$ cat config.mk
export PLATFORM = sky130hd
export DESIGN_NAME = ctlBoard
export DESIGN_NICKNAME = d
export VERILOG_FILES = /design/src/hw/ctlMicroPkg.sv /design/src/hw/ctlDiagPkg.sv /design/src/hw/ctlDecode.sv /design/src/hw/diagFuncDecode.sv /design/src/hw/diagRegister.sv /design/src/hw/ebusReadMux.sv /design/src/hw/ctlBoard.sv
export SDC_FILE = /design/constraint.sdc
export NUM_CORES = 1
export LEC_CHECK = 0
export BUFFER_PORTS_ARGS = -buffer_cell sky130_fd_sc_hd__clkbuf_2
export CORE_MARGIN = 2
export CORE_UTILIZATION = 47
export DETAILED_ROUTE_END_ITERATION = 16
export PLACE_DENSITY_LB_ADDON = 0.12
export SLEW_MARGIN = 5
export SYNTH_ARGS = -nofsm -noshare
export SYNTH_HDL_FRONTEND = slang
export SYNTH_SLANG_ARGS = --single-unit
$ cat constraint.sdc
create_clock -name CTL -period 1.7 [get_ports CTL]
set_input_delay 0.085 -clock CTL [delete_from_list [all_inputs] [get_ports CTL]]
set_output_delay 0.085 -clock CTL [all_outputs]
set_load 0.02 [all_outputs]
$ cat src/hw/ctlMicroPkg.sv
`default_nettype none

package ctlMicroPkg;

  localparam int dispWidth = 5;
  localparam int specWidth = 5;
  localparam int condWidth = 3;
  localparam int magicWidth = 9;
  localparam int arFieldWidth = 3;

  // Dispatch field
  typedef enum logic [dispWidth-1:0] {
    dispOther  = 5'h00,
    dispNicond = 5'h01,
    dispAread  = 5'h02,
    dispReturn = 5'h03,
    dispMul    = 5'h04,
    dispDiv    = 5'h05,
    dispNorm   = 5'h06,
    dispEaMod  = 5'h07
  } dispCode;

  // Special function field
  typedef enum logic [specWidth-1:0] {
    specNone        = 5'h00,
    specInhCry18    = 5'h01,
    specMqShift     = 5'h02,
    specScmAlt      = 5'h03,
    specClrFpd      = 5'h04,
    specLoadPc      = 5'h05,
    specXcryAr0     = 5'h06,
    specGenCry18    = 5'h07,
    specStackUpdate = 5'h08,
    specArlInd      = 5'h09,
    specFlagCtl     = 5'h0A,
    specSaveFlags   = 5'h0B,
    specSpMemCycle  = 5'h0C,
    specAdLong      = 5'h0D,
    specSbrCall     = 5'h0E
  } specCode;

  // Low three bits of COND
  typedef enum logic [condWidth-1:0] {
    condNone     = 3'b000,
    condArllLoad = 3'b001,
    condArlrLoad = 3'b010,
    condArrLoad  = 3'b011,
    condArClr    = 3'b100,
    condArxClr   = 3'b101,
    condArlInd   = 3'b110,
    condRegCtl   = 3'b111
  } condCode;

endpackage

`default_nettype wire

$ cat src/hw/ctlDiagPkg.sv
`default_nettype none

package ctlDiagPkg;

  localparam int diagDsWidth = 7;
  localparam int ebusWidth = 36;
  localparam int readSlotWidth = 5;
  // First EBUS bit of the readback slot
  localparam int readSlotLow = 24;

  // Function select bits 1 to 3
  typedef enum logic [2:0] {
    grpCtl00 = 3'b000,
    grpCtl01 = 3'b001,
    grpOther = 3'b010,
    grpLd04  = 3'b100,
    grpLd05  = 3'b101,
    grpLd06  = 3'b110,
    grpLd07  = 3'b111
  } diagGroup;

  localparam logic [2:0] diagLoad076 = 3'b110;
  localparam logic [2:0] diagClkEdp077 = 3'b111;

endpackage

`default_nettype wire

$ cat src/hw/ctlDecode.sv
`timescale 1ns/1ps
`default_nettype none

module ctlDecode
  import ctlMicroPkg::*;
(
  input  wire logic                    CTL,
  input  wire logic                    rstN,
  input  wire logic [dispWidth-1:0]    disp,
  input  wire logic [specWidth-1:0]    spec,
  input  wire logic [condWidth-1:0]    cond,
  input  wire logic [0:magicWidth-1]   magic,
  input  wire logic [0:arFieldWidth-1] arField,
  input  wire logic [0:arFieldWidth-1] arxField,
  input  wire logic                    mqField,
  input  wire logic                    adCarry,
  input  wire logic                    condEn,
  input  wire logic                    piCycle,
  input  wire logic                    pcPlus1Inh,
  input  wire logic                    sbrCall,
  input  wire logic                    shortStack,
  input  wire logic                    loadAr,
  input  wire logic                    loadArx,
  input  wire logic                    memArlInd,
  input  wire logic                    ea18,
  input  wire logic                    ea23,
  input  wire logic                    respMem,
  input  wire logic                    arBit0,
  input  wire logic                    arxBit18,
  input  wire logic                    masterReset,
  input  wire logic                    diagArLoad,
  output logic [0:2]                   arlSel,
  output logic [0:1]                   arrSel,
  output logic [0:1]                   arxlSel,
  output logic [0:1]                   arxrSel,
  output logic                         ar00to08Load,
  output logic                         ar09to17Load,
  output logic                         arrLoad,
  output logic                         arxLoad,
  output logic                         ar00to11Clr,
  output logic                         ar12to17Clr,
  output logic                         arrClr,
  output logic                         arxClr,
  output logic                         mqClr,
  output logic [0:1]                   mqSel,
  output logic [0:1]                   mqmSel,
  output logic                         mqmEn,
  output logic                         adLong,
  output logic                         genCry18,
  output logic                         adxCry36,
  output logic                         loadPc,
  output logic                         dispRet,
  output logic                         specCall,
  output logic [0:2]                   regCtl
);

  logic dMul, dDiv, dNorm, dAread, dEaMod, dNicond, dReturn;
  logic cEn, arlInd, regCtl7, regCtl8, arClrD, shortEa, ea36, load1;
  logic resetGrp, mathGrp, pcSet, pcHeld;
  logic [0:2] arlSelD, regCtlD;
  logic [0:1] arrSelD, arxSelD;
  logic mqClrD, arxClrD, arrClrD, ar12ClrD, ar00ClrD, mqmEnD;

  always_comb begin
    dMul = disp == dispMul;
    dDiv = disp == dispDiv;
    dNorm = disp == dispNorm;
    dAread = disp == dispAread;
    dEaMod = disp == dispEaMod;
    dNicond = disp == dispNicond;
    dReturn = disp == dispReturn;
    cEn = condEn;

    arlInd = memArlInd | spec == specArlInd | (cEn && cond == condArlInd);
    regCtlD = magic[0:2] & {3{cEn && cond == condRegCtl}};
    regCtl7 = magic[7] & cEn && cond == condRegCtl;
    regCtl8 = magic[8] & cEn && cond == condRegCtl;

    // Magic bits take over the clears under ARL indirect
    mqClrD = arlInd & magic[2];
    arxClrD = arlInd ? magic[3] : cEn && cond == condArxClr;
    arClrD = arlInd ? magic[4] : cEn && cond == condArClr;
    arrClrD = arlInd ? magic[5] : cEn && cond == condArClr;
    shortEa = dEaMod & arxBit18;
    ar12ClrD = masterReset | ea18 | arClrD | shortEa;
    ar00ClrD = ar12ClrD | ea23;
    ea36 = dAread & ar00ClrD;

    arlSelD[0] = arlInd ? magic[6] : arField[0];
    arlSelD[1] = arlInd ? magic[7] : arField[1] | diagArLoad | ea36;
    arlSelD[2] = arlInd ? magic[8] : arField[2] | diagArLoad | (loadAr & respMem);
    arrSelD[0] = arField[1] | dAread | diagArLoad;
    arrSelD[1] = arField[2] | diagArLoad | (loadAr & respMem);
    arxSelD[0] = arxField[1];
    arxSelD[1] = arxField[2] | (loadArx & respMem);
    load1 = ar00ClrD | (|arlSelD);

    // MQ path vs MQM path, split by mqmEn
    resetGrp = masterReset | regCtl7 | mqClrD;
    mathGrp = mqClrD | regCtl8 | spec == specMqShift | dMul | dDiv;
    mqmEnD = mqField | masterReset;

    pcSet = (spec == specLoadPc | dNicond) & sbrCall;
  end

  always_ff @(posedge CTL) begin
    if (!rstN) begin
      arlSel <= '0;
      arrSel <= '0;
      arxlSel <= '0;
      arxrSel <= '0;
      ar00to08Load <= 1'b0;
      ar09to17Load <= 1'b0;
      arrLoad <= 1'b0;
      arxLoad <= 1'b0;
      ar00to11Clr <= 1'b0;
      ar12to17Clr <= 1'b0;
      arrClr <= 1'b0;
      arxClr <= 1'b0;
      mqClr <= 1'b0;
      mqSel <= '0;
      mqmSel <= '0;
      mqmEn <= 1'b0;
      adLong <= 1'b0;
      genCry18 <= 1'b0;
      adxCry36 <= 1'b0;
      loadPc <= 1'b0;
      pcHeld <= 1'b0;
      dispRet <= 1'b0;
      specCall <= 1'b0;
      regCtl <= '0;
    end else begin
      arlSel <= arlSelD;
      arrSel <= arrSelD;
      arxlSel <= arxSelD;
      arxrSel <= arxSelD;
      ar00to08Load <= (cEn && cond == condArllLoad) | regCtlD[0] | load1 | (magic[0] & arlInd);
      ar09to17Load <= (cEn && cond == condArlrLoad) | regCtlD[1] | load1;
      arrLoad <= (cEn && cond == condArrLoad) | regCtlD[2] | arField[0] | (|arrSelD) | arrClrD;
      arxLoad <= arxField[0] | (|arxSelD) | arxClrD | masterReset;
      ar00to11Clr <= ar00ClrD;
      ar12to17Clr <= ar12ClrD;
      arrClr <= arrClrD;
      arxClr <= arxClrD;
      mqClr <= mqClrD;
      mqSel <= {resetGrp, mathGrp} & {2{~mqmEnD}};
      mqmSel <= {resetGrp, mathGrp} & {2{mqmEnD}};
      mqmEn <= mqmEnD;
      adLong <= dMul | dDiv | dNorm | spec == specAdLong | spec == specMqShift;
      genCry18 <= spec == specGenCry18 | (spec == specStackUpdate & shortStack);
      adxCry36 <= ~(pcPlus1Inh & spec == specSaveFlags) &
                  (adCarry ^ (arBit0 & spec == specXcryAr0));
      // Request held until a PI cycle takes it
      loadPc <= piCycle & (pcSet | pcHeld);
      pcHeld <= (pcSet | pcHeld) & ~piCycle;
      dispRet <= sbrCall & dReturn;
      specCall <= ~sbrCall & (arlInd ? magic[0] : spec == specSbrCall);
      regCtl <= regCtlD;
    end
  end

endmodule

`default_nettype wire

$ cat src/hw/diagFuncDecode.sv
`timescale 1ns/1ps
`default_nettype none

module diagFuncDecode
  import ctlMicroPkg::*;
  import ctlDiagPkg::*;
(
  input  wire logic                   CTL,
  input  wire logic                   rstN,
  input  wire logic [0:diagDsWidth-1] ds,
  input  wire logic                   diagStrobe,
  input  wire logic                   condDiagFunc,
  input  wire logic [0:magicWidth-1]  magic,
  input  wire logic                   diag4,
  output logic [0:diagDsWidth-1]      dsEff,
  output logic                        diagReadEn,
  output logic                        load076,
  output logic                        diagClkEdp,
  output logic                        diagArLoad
);

  logic consoleControl;
  logic readStrobe;
  logic load07x;

  always_comb begin
    consoleControl = ds[0] | ds[1];
    readStrobe = consoleControl ? diagStrobe : condDiagFunc;
    dsEff = consoleControl ? ds : magic[2:8];

    // Loads only come from the console bus
    load07x = ~ds[0] & diagStrobe && ds[1:3] == grpLd07;
    load076 = load07x && ds[4:6] == diagLoad076;

    // Read 10x shares the 000 group code
    diagReadEn = dsEff[0] & readStrobe && dsEff[1:3] == grpCtl00;
    diagArLoad = dsEff[0] & (&dsEff[1:3]) & diag4 & (&dsEff[4:6]);
  end

  // EDP clock pulse one cycle after function 077
  always_ff @(posedge CTL) begin
    if (!rstN) begin
      diagClkEdp <= 1'b0;
    end else begin
      diagClkEdp <= load07x && ds[4:6] == diagClkEdp077;
    end
  end

endmodule

`default_nettype wire

$ cat src/hw/diagRegister.sv
`timescale 1ns/1ps
`default_nettype none

module diagRegister
  import ctlDiagPkg::*;
(
  input  wire logic                 CTL,
  input  wire logic                 rstN,
  input  wire logic                 load076,
  input  wire logic [0:ebusWidth-1] ebusDataIn,
  output logic                      memReset,
  output logic                      channelClkStop,
  output logic                      ldEbusReg,
  output logic                      forceExtend,
  output logic                      diag4
);

  // Bits 24 to 28 in order
  always_ff @(posedge CTL) begin
    if (!rstN) begin
      {memReset, channelClkStop, ldEbusReg, forceExtend, diag4} <= '0;
    end else if (load076) begin
      {memReset, channelClkStop, ldEbusReg, forceExtend, diag4} <=
          ebusDataIn[readSlotLow +: readSlotWidth];
    end
  end

endmodule

`default_nettype wire

$ cat src/hw/ebusReadMux.sv
`timescale 1ns/1ps
`default_nettype none

module ebusReadMux
  import ctlDiagPkg::*;
(
  input  wire logic                   diagReadEn,
  input  wire logic [0:diagDsWidth-1] dsEff,
  input  wire logic [0:2]             arlSel,
  input  wire logic [0:1]             arrSel,
  input  wire logic [0:1]             arxlSel,
  input  wire logic [0:1]             arxrSel,
  input  wire logic                   ar00to08Load,
  input  wire logic                   ar09to17Load,
  input  wire logic                   arrLoad,
  input  wire logic                   arxLoad,
  input  wire logic                   ar00to11Clr,
  input  wire logic                   ar12to17Clr,
  input  wire logic                   arrClr,
  input  wire logic                   arxClr,
  input  wire logic                   mqClr,
  input  wire logic [0:1]             mqSel,
  input  wire logic [0:1]             mqmSel,
  input  wire logic                   mqmEn,
  input  wire logic                   adLong,
  input  wire logic                   genCry18,
  input  wire logic                   adxCry36,
  input  wire logic                   loadPc,
  input  wire logic                   dispRet,
  input  wire logic                   specCall,
  input  wire logic [0:2]             regCtl,
  input  wire logic                   memReset,
  input  wire logic                   ldEbusReg,
  output logic                        ebusDriving,
  output logic [0:readSlotWidth-1]    ebusDataOut
);

  always_comb begin
    ebusDriving = diagReadEn;
    ebusDataOut = '0;
    if (diagReadEn) begin
      unique case (dsEff[4:6])
        3'd0: ebusDataOut = {regCtl[0], mqClr, arlSel[1], arrLoad, ar00to08Load};
        3'd1: ebusDataOut = {regCtl[1], arxClr, arlSel[0], arrLoad, ar09to17Load};
        3'd2: ebusDataOut = {genCry18, regCtl[2], arrSel[1], mqmSel[1], arxLoad};
        3'd3: ebusDataOut = {adxCry36, dispRet, arrSel[0], mqmSel[0], arlSel[2]};
        3'd4: ebusDataOut = {arrClr, loadPc, arxlSel[1], mqSel[1], ar00to11Clr};
        3'd5: ebusDataOut = {arxClr, adxCry36, arxlSel[0], mqSel[0], ar12to17Clr};
        3'd6: ebusDataOut = {adLong, adxCry36, arxrSel[1], mqmEn, arrClr};
        // Carry-18 control sits beside the stored diag bits
        3'd7: ebusDataOut = {genCry18, memReset, arxrSel[0], ldEbusReg, specCall};
      endcase
    end
  end

endmodule

`default_nettype wire

$ cat src/hw/ctlBoard.sv
`timescale 1ns/1ps
`default_nettype none

module ctlBoard
  import ctlMicroPkg::*;
  import ctlDiagPkg::*;
(
  input  wire logic                    CTL,
  input  wire logic                    rstN,
  input  wire logic [dispWidth-1:0]    disp,
  input  wire logic [specWidth-1:0]    spec,
  input  wire logic [condWidth-1:0]    cond,
  input  wire logic [0:magicWidth-1]   magic,
  input  wire logic [0:arFieldWidth-1] arField,
  input  wire logic [0:arFieldWidth-1] arxField,
  input  wire logic                    mqField,
  input  wire logic                    adCarry,
  input  wire logic                    condEn,
  input  wire logic                    piCycle,
  input  wire logic                    pcPlus1Inh,
  input  wire logic                    sbrCall,
  input  wire logic                    shortStack,
  input  wire logic                    loadAr,
  input  wire logic                    loadArx,
  input  wire logic                    memArlInd,
  input  wire logic                    ea18,
  input  wire logic                    ea23,
  input  wire logic                    respMem,
  input  wire logic                    arBit0,
  input  wire logic                    arxBit18,
  input  wire logic                    masterReset,
  input  wire logic [0:diagDsWidth-1]  ds,
  input  wire logic                    diagStrobe,
  input  wire logic [0:ebusWidth-1]    ebusDataIn,
  input  wire logic                    condDiagFunc,
  output logic                         channelClkStop,
  output logic                         forceExtend,
  output logic                         diagClkEdp,
  output logic                         ebusDriving,
  output logic [0:readSlotWidth-1]     ebusDataOut
);

  logic [0:2] arlSel, regCtl;
  logic [0:1] arrSel, arxlSel, arxrSel, mqSel, mqmSel;
  logic ar00to08Load, ar09to17Load, arrLoad, arxLoad;
  logic ar00to11Clr, ar12to17Clr, arrClr, arxClr, mqClr, mqmEn;
  logic adLong, genCry18, adxCry36, loadPc, dispRet, specCall;
  logic [0:diagDsWidth-1] dsEff;
  logic diagReadEn, load076, diagArLoad, memReset, ldEbusReg, diag4;

  ctlDecode uDecode (
    .CTL, .rstN, .disp, .spec, .cond, .magic, .arField, .arxField, .mqField,
    .adCarry, .condEn, .piCycle, .pcPlus1Inh, .sbrCall, .shortStack, .loadAr,
    .loadArx, .memArlInd, .ea18, .ea23, .respMem, .arBit0, .arxBit18,
    .masterReset, .diagArLoad,
    .arlSel, .arrSel, .arxlSel, .arxrSel, .ar00to08Load, .ar09to17Load,
    .arrLoad, .arxLoad, .ar00to11Clr, .ar12to17Clr, .arrClr, .arxClr, .mqClr,
    .mqSel, .mqmSel, .mqmEn, .adLong, .genCry18, .adxCry36, .loadPc, .dispRet,
    .specCall, .regCtl
  );

  diagFuncDecode uFunc (
    .CTL, .rstN, .ds, .diagStrobe, .condDiagFunc, .magic, .diag4,
    .dsEff, .diagReadEn, .load076, .diagClkEdp, .diagArLoad
  );

  diagRegister uDiagReg (
    .CTL, .rstN, .load076, .ebusDataIn,
    .memReset, .channelClkStop, .ldEbusReg, .forceExtend, .diag4
  );

  ebusReadMux uReadMux (
    .diagReadEn, .dsEff, .arlSel, .arrSel, .arxlSel, .arxrSel, .ar00to08Load,
    .ar09to17Load, .arrLoad, .arxLoad, .ar00to11Clr, .ar12to17Clr, .arrClr,
    .arxClr, .mqClr, .mqSel, .mqmSel, .mqmEn, .adLong, .genCry18, .adxCry36,
    .loadPc, .dispRet, .specCall, .regCtl, .memReset, .ldEbusReg,
    .ebusDriving, .ebusDataOut
  );

endmodule

`default_nettype wire

==> flow_summary.toml, run 1 <==
[synth]
synth-async-reset-ratio_pct = 0
synthCells = 266
yosys.area_share.simple_pct = 29.3
ys_ff_latch = 37
synth_compound_area_share_pct = 24.9
synth_fp_nets = 357
synth_flop_cell = "dfxtp_1"
syn_area_um2 = 2210
synth_top_family_by_area = "simple AND/OR/NAND/NOR gates"
ys.warnings.count = 0
synth_seq_area_share_pct = 33.5
synth_enable_flop_cells = 0
synthAdderAreaFrac_pct = 0
synth-xor-area-share_pct = 1.19
synthMuxAreaShare_pct = 6.23
syn_avg_cell_area_um2 = 8.31
synth.distinct_cells = 74

[power]
intPower_mw = 1.60
p_leak_nw = 1.32
pwr-share-seq_pct = 42.2
combPwrFrac_pct = 21.5
p_clk_share_pct = 36.3
peakVddDrop_v = 0.000469
p_sw_share_pct = 26.1
power_switching_mw = 0.566
cellPowerDensity_nw_per_um2 = 722

[floorplanning]
ioPinCount = 100
die_w_um = 72.6
initial_core_util_pct = 49.7
row_count = 24
core_area_um2 = 4440
die_area_um2 = 5270
die_h_um = 72.6

[global_route]
grtUsageTotal_pct = 24.7
grt_pass1_wl_um = 10000
antenna_found_initial = 0
grt_pass1_vias = 2146
globalRouteOverflowTotal = 0
grt_max_degree = 19

[placed_design]
hpwl_um = 4960
globalplace.congestion = 0.886
portBuffers = 68
place_area_um2 = 2790

[routing]
routed_wl_um = 6270
drc = 0
avgViaCountPerCell = 5.63
drtAntennaViolNets = 0
via_count = 2357
drtIter0Drc = 123
dr.pass1.iters = 4
routedWlPerCell_um = 15.0

[finish]
syn2layout_area_growth_pct = 35.9
antennaDiodeCount = 0
postLayoutCellArea_um2 = 3000
mostFrequentLayoutCells = "clkbuf_2, dfxtp_1, buf_4, nor2_1, nand2_1"
fillCellCount = 384
mostFrequentLayoutCell = "clkbuf_2"
fin_nets = 457
drive_above_1_share_pct = 34.9

[setup_path]
crit_required_ns = 1.62
worstPathArrival_ns = 1.56
endpoint_kind = "output pin"
path_class = "primary input to output pin"
start_kind = "primary input"
critPathMaxFanout = 10

[clocking]
root_buffer = "clkbuf_8"
cts_tree = "built"
clock_sinks = 37
clk_latency_ns = 0.29
path_clk_slew_ns = 0.08
cts_max_level = 2
cts_max_path_buffers = 2
cts_made_buffers = 5

[sta]
hold_viol = 0
fin_setup_tns_ns = 0
drv_slew = 0
tightest_slew_ns = 0.622
finalCritPeriodShare_pct = 96.5
finalSetupViolations = 0
fin_crit_ns = 1.64
max_slew_margin_pct = 58.5
max_freq_mhz = 610
final.setup_skew_ns = 0.00431

[worst_hold_path]
hold_class = "primary input to flop"

[job]
maxCapViolCount = 0

[status]
outcome = "finished, final reports clean"
## logic make-up after synthesis
kind of cell    Yosys count
simple gates            117
compound gates           75
flops                    37
buf+inv                  22
mux                      12
xor+xnor                  3
## flip-flops by register name (all words and copies together) (netlist names), 2 cells and up
register / count
uDecode.arrSel: 2
uDecode.mqmSel: 2
uDecode.regCtl: 3
uDecode.mqSel: 2
uDecode.arlSel: 3
uDecode.arxlSel: 2
## worst max-delay path, stage by stage
cell      delay [ns]
buf_6           0.12
or4b_1          0.52
o31ai_1         0.08
buf_4           0.18
nor2b_4         0.14
a21oi_1         0.04
o2111a_1        0.26
buf_6           0.14
## layer usage
metal  track usage, %  part of all wire, %
met5                0                    0
met3             2.49                  6.4
met2             39.1                   47
met4             9.47                  2.2
met1             34.7                   45
## synth_stat cells, types with 3 or more instances
cell	instances	area, um^2
dfxtp_1	37	741
nor3b_1	6	45.0
o21ai_0	14	70.1
o211ai_1	3	22.5
nor2b_1	6	37.5
nor4_1	3	18.8
and2_1	4	25.0
nor2_1	30	113
nand2_1	17	63.8
nand4_1	3	18.8
inv_1	9	33.8
clkbuf_1	7	26.3
a22oi_1	3	22.5
a21o_1	3	22.5
nor4b_1	3	26.3
nor3_1	7	35.0
a21oi_1	13	65.1
a31oi_1	6	37.5
mux2i_1	10	100
and3_1	7	43.8
nand3_1	10	50.1
## layout make-up
| cell class | count | area (um^2) | area share (%) |
|---|---|---|---|
| tap | 52 | 65.1 | 2.17 |
| timing repair buffer | 106 | 659 | 21.9 |
| inverter | 9 | 33.8 | 1.12 |
| sequential | 37 | 741 | 24.7 |
| multi-input combinational | 207 | 1390 | 46.1 |
| clock inverter | 2 | 37.5 | 1.25 |
| clock buffer | 6 | 82.6 | 2.75 |
## per-stage QoR
stage	util, %	worst slack, ns	hold WS [ns]	total power, mW	std cells
after floorplan	-	0.205	0.157	1.16	266
after global placement	62.8	-0.0537	0.253	1.37	406
after detailed placement	62.8	-0.0478	0.266	1.37	406
after CTS	66.9	0.00436	0.00465	2.17	419
after global routing	67.6	-0.00634	0.00534	2.27	419
final	67.6	0.0598	0.00687	2.17	419
## worst paths after layout
kind	from	to	slack (ns)	depth (start not counted)
max	ds[0]	ebusDataOut[4]	0.06	8
min	arxField[1]	uDecode.arxlSel[0]$_SDFF_PN0_	0.007	2
max reg2reg	uDiagReg.diag4$_SDFFE_PN0P_	uDecode.arrLoad$_SDFF_PN0_	0.24	4
min reg2reg	uDiagReg.channelClkStop$_SDFFE_PN0P_	uDiagReg.channelClkStop$_SDFFE_PN0P_	0.50	2
## power by group through the flow
stage,registers [mW],clock network [mW],logic (mW)
2_1_floorplan,0.928,0,0.234
3_3_place_gp,0.933,0,0.435
3_5_place_dp,0.933,0,0.439
4_1_cts,0.913,0.799,0.456
5_1_grt,0.918,0.842,0.511
6_report,0.915,0.788,0.466
## timing repair
action | in CTS | in global routing
endpoints found under the hold margin | 3 | 0
setup endpoints to repair | 5 | 5
pin swaps | 1 | 3
buffers inserted | 2 | 0
hold buffers | 3 | 0
resized for setup | 4 | 14
No activity file was read; power rests on OpenSTA's default activity.
==> run 2: changes to the inputs <==
==> constraint.sdc (replaced) <==
create_clock -name CTL -period 1.65 [get_ports CTL]
set_input_delay 0.0825 -clock CTL [delete_from_list [all_inputs] [get_ports CTL]]
set_output_delay 0.0825 -clock CTL [all_outputs]
set_load 0.02 [all_outputs]
==> run 2 against run 1 <==
Against the previous run:
- non-clock buffer count grew 9
- highest routed layer unchanged
- total power shrank 3.2%
- clock skew shrank 0.0010 ns
- critical path type unchanged
- global-route usage grew 1.8 points
==> flow_summary.toml, run 2 (synthesis results as in run 1) <==
[sta]
setup_slack_ns = 0.00564
final.setup_skew_ns = 0.00330
max_slew_margin_pct = 70.6
drv_slew = 0
finalSetupViolations = 0
fin_crit_ns = 1.64
tightest_slew_ns = 0.435
finalCritPeriodShare_pct = 99.7
hold_viol = 0
rsz0062_at_grt = "true"
max_freq_mhz = 608

[clocking]
cts_tree = "built"
clock_sinks = 37
cts_max_path_buffers = 2
root_buffer = "clkbuf_8"
clk_latency_ns = 0.29
cts_max_level = 2
cts_made_buffers = 5
path_clk_slew_ns = 0.06

[job]
maxCapViolCount = 0

[setup_path]
r2r_start = "uDiagReg.diag4$_SDFFE_PN0P_"
worstPathArrival_ns = 1.56
endpoint_kind = "output pin"
critPathMaxFanout = 7
crit_path_max_incr_delay_ns = 0.34
r2r_slack_ns = 0.18
r2r-end = "uDecode.arrLoad$_SDFF_PN0_"
slowest_stage = "o311a_1"
path_cells = "clkbuf_16 -> nor2_4 -> buf_4 -> a21boi_2 -> buf_4 -> o2bb2ai_1 -> nor2b_1 -> o311a_1 -> buf_2"
ff2ff_path_depth = 4
path_class = "primary input to output pin"
crit_required_ns = 1.57
start_kind = "primary input"
crit_top_cell = "buf_4"

[finish]
fin_nets = 466
antennaDiodeCount = 0
fillCellCount = 370
mostFrequentLayoutCells = "clkbuf_2, buf_4, dfxtp_1, nor2_1, nand2_1"
drive_above_1_share_pct = 37.3
mostFrequentLayoutCell = "clkbuf_2"
final_cells = 427
reg_top3 = "uDecode.arlSel x3, uDecode.regCtl x3"
postLayoutCellArea_um2 = 3150
syn2layout_area_growth_pct = 42.3

[floorplanning]
row_count = 24
die_w_um = 72.6
initial_core_util_pct = 49.7
die_area_um2 = 5270
ioPinCount = 100
die_h_um = 72.6
core_area_um2 = 4440

[power]
power_switching_mw = 0.574
pwr-share-seq_pct = 45.0
peakVddDrop_v = 0.000325
p_clk_share_pct = 29.8
intPower_mw = 1.52
power_mw = 2.10
combPwrFrac_pct = 25.2
p_leak_nw = 1.39
p_sw_share_pct = 27.4
cellPowerDensity_nw_per_um2 = 667

[placed_design]
hpwl_um = 5140
portBuffers = 68
post-place-ws_ns = -0.109
place_inst = 410
place_area_um2 = 2830
globalplace.congestion = 0.849

[worst_hold_path]
hold_class = "primary input to flop"
hold_path_end = "uDecode.arxlSel[0]$_SDFF_PN0_"
hp-start = "arxField[1]"
holdPathStages = 2

[routing]
drtAntennaViolNets = 0
routed_wl_um = 6730
avgViaCountPerCell = 5.78
dr.pass1.iters = 4
drtIter0Drc = 168
via_count = 2466
drc = 0
routedWlPerCell_um = 15.8

[global_route]
antenna_found_initial = 0
grt_pass1_vias = 2294
grtUsageTotal_pct = 26.5
globalRouteOverflowTotal = 0
grt_max_degree = 16
grt_pass1_wl_um = 10800

[status]
outcome = "finished, final reports clean"
-- run 2: worst max-delay path: cells and delay by family --
kind	cells	cell delay (ns)
AO/OA/AOI/OAI	3	0.53
buffers and inverters	4	0.62
AND/OR/NAND/NOR	2	0.32
-- run 2: worst max path at each step --
stage	startpoint	to	slack [ns]
3_5_place_dp	ds[0]	ebusDataOut[0]	-0.11
3_3_place_gp	ds[0]	ebusDataOut[4]	-0.09
6_report	ds[1]	ebusDataOut[0]	0.006
5_1_grt	ds[1]	ebusDataOut[0]	-0.05
2_1_floorplan	ds[0]	ebusDataOut[2]	0.16
4_1_cts	ds[1]	ebusDataOut[4]	-0.004
-- run 2: routing by layer --
layer  share of wire (%)  global-route usage [%]  routed length, um  vias to the layer above
li1                    -                       -                  -                     1218
met1                  45                    35.5               3060                     1141
met2                  47                    43.7               3180                       91
met3                 4.4                    3.45                294                       16
met4                 2.9                    9.67                195                        0
met5                   0                       0                  0                        -
-- run 2: final cells by class --
class                   count  area, um^2  area share, %
multi-input cells         207        1420           45.1
repair buffers            115         801           25.4
flip-flops and latches     37         741           23.5
clock buffers               7        86.3           2.74
well taps                  52        65.1           2.07
inverters                   9        33.8           1.07
-- run 2: through the flow --
step	hold slack, ns	setup TNS [ns]	util (%)
after floorplan	0.154	0	-
after global placement	0.251	-0.356	63.7
after detailed placement	0.261	-0.462	63.7
after CTS	0.00726	-0.00417	67.7
after global routing	0.00956	-0.118	70.8
final	0.00706	0	70.8
-- run 2: repair_timing --
item / in CTS / in global routing
endpoints found under the hold margin: 3 / 0
setup endpoints to repair: 5 / 5
gates resized for setup: 13 / 19
pin swaps: 3 / 7
gates cloned: 0 / 2
hold buffers: 3 / 0
buffers inserted: 0 / 5
-- run 2: power by group through the flow --
stage / clock [mW] / combinational [mW] / sequential (mW)
finish: 0.626 / 0.529 / 0.944
detailed placement: 0 / 0.463 / 0.962
global placement: 0 / 0.459 / 0.962
global route: 0.667 / 0.577 / 0.946
CTS: 0.638 / 0.487 / 0.943
floorplan: 0 / 0.241 / 0.956
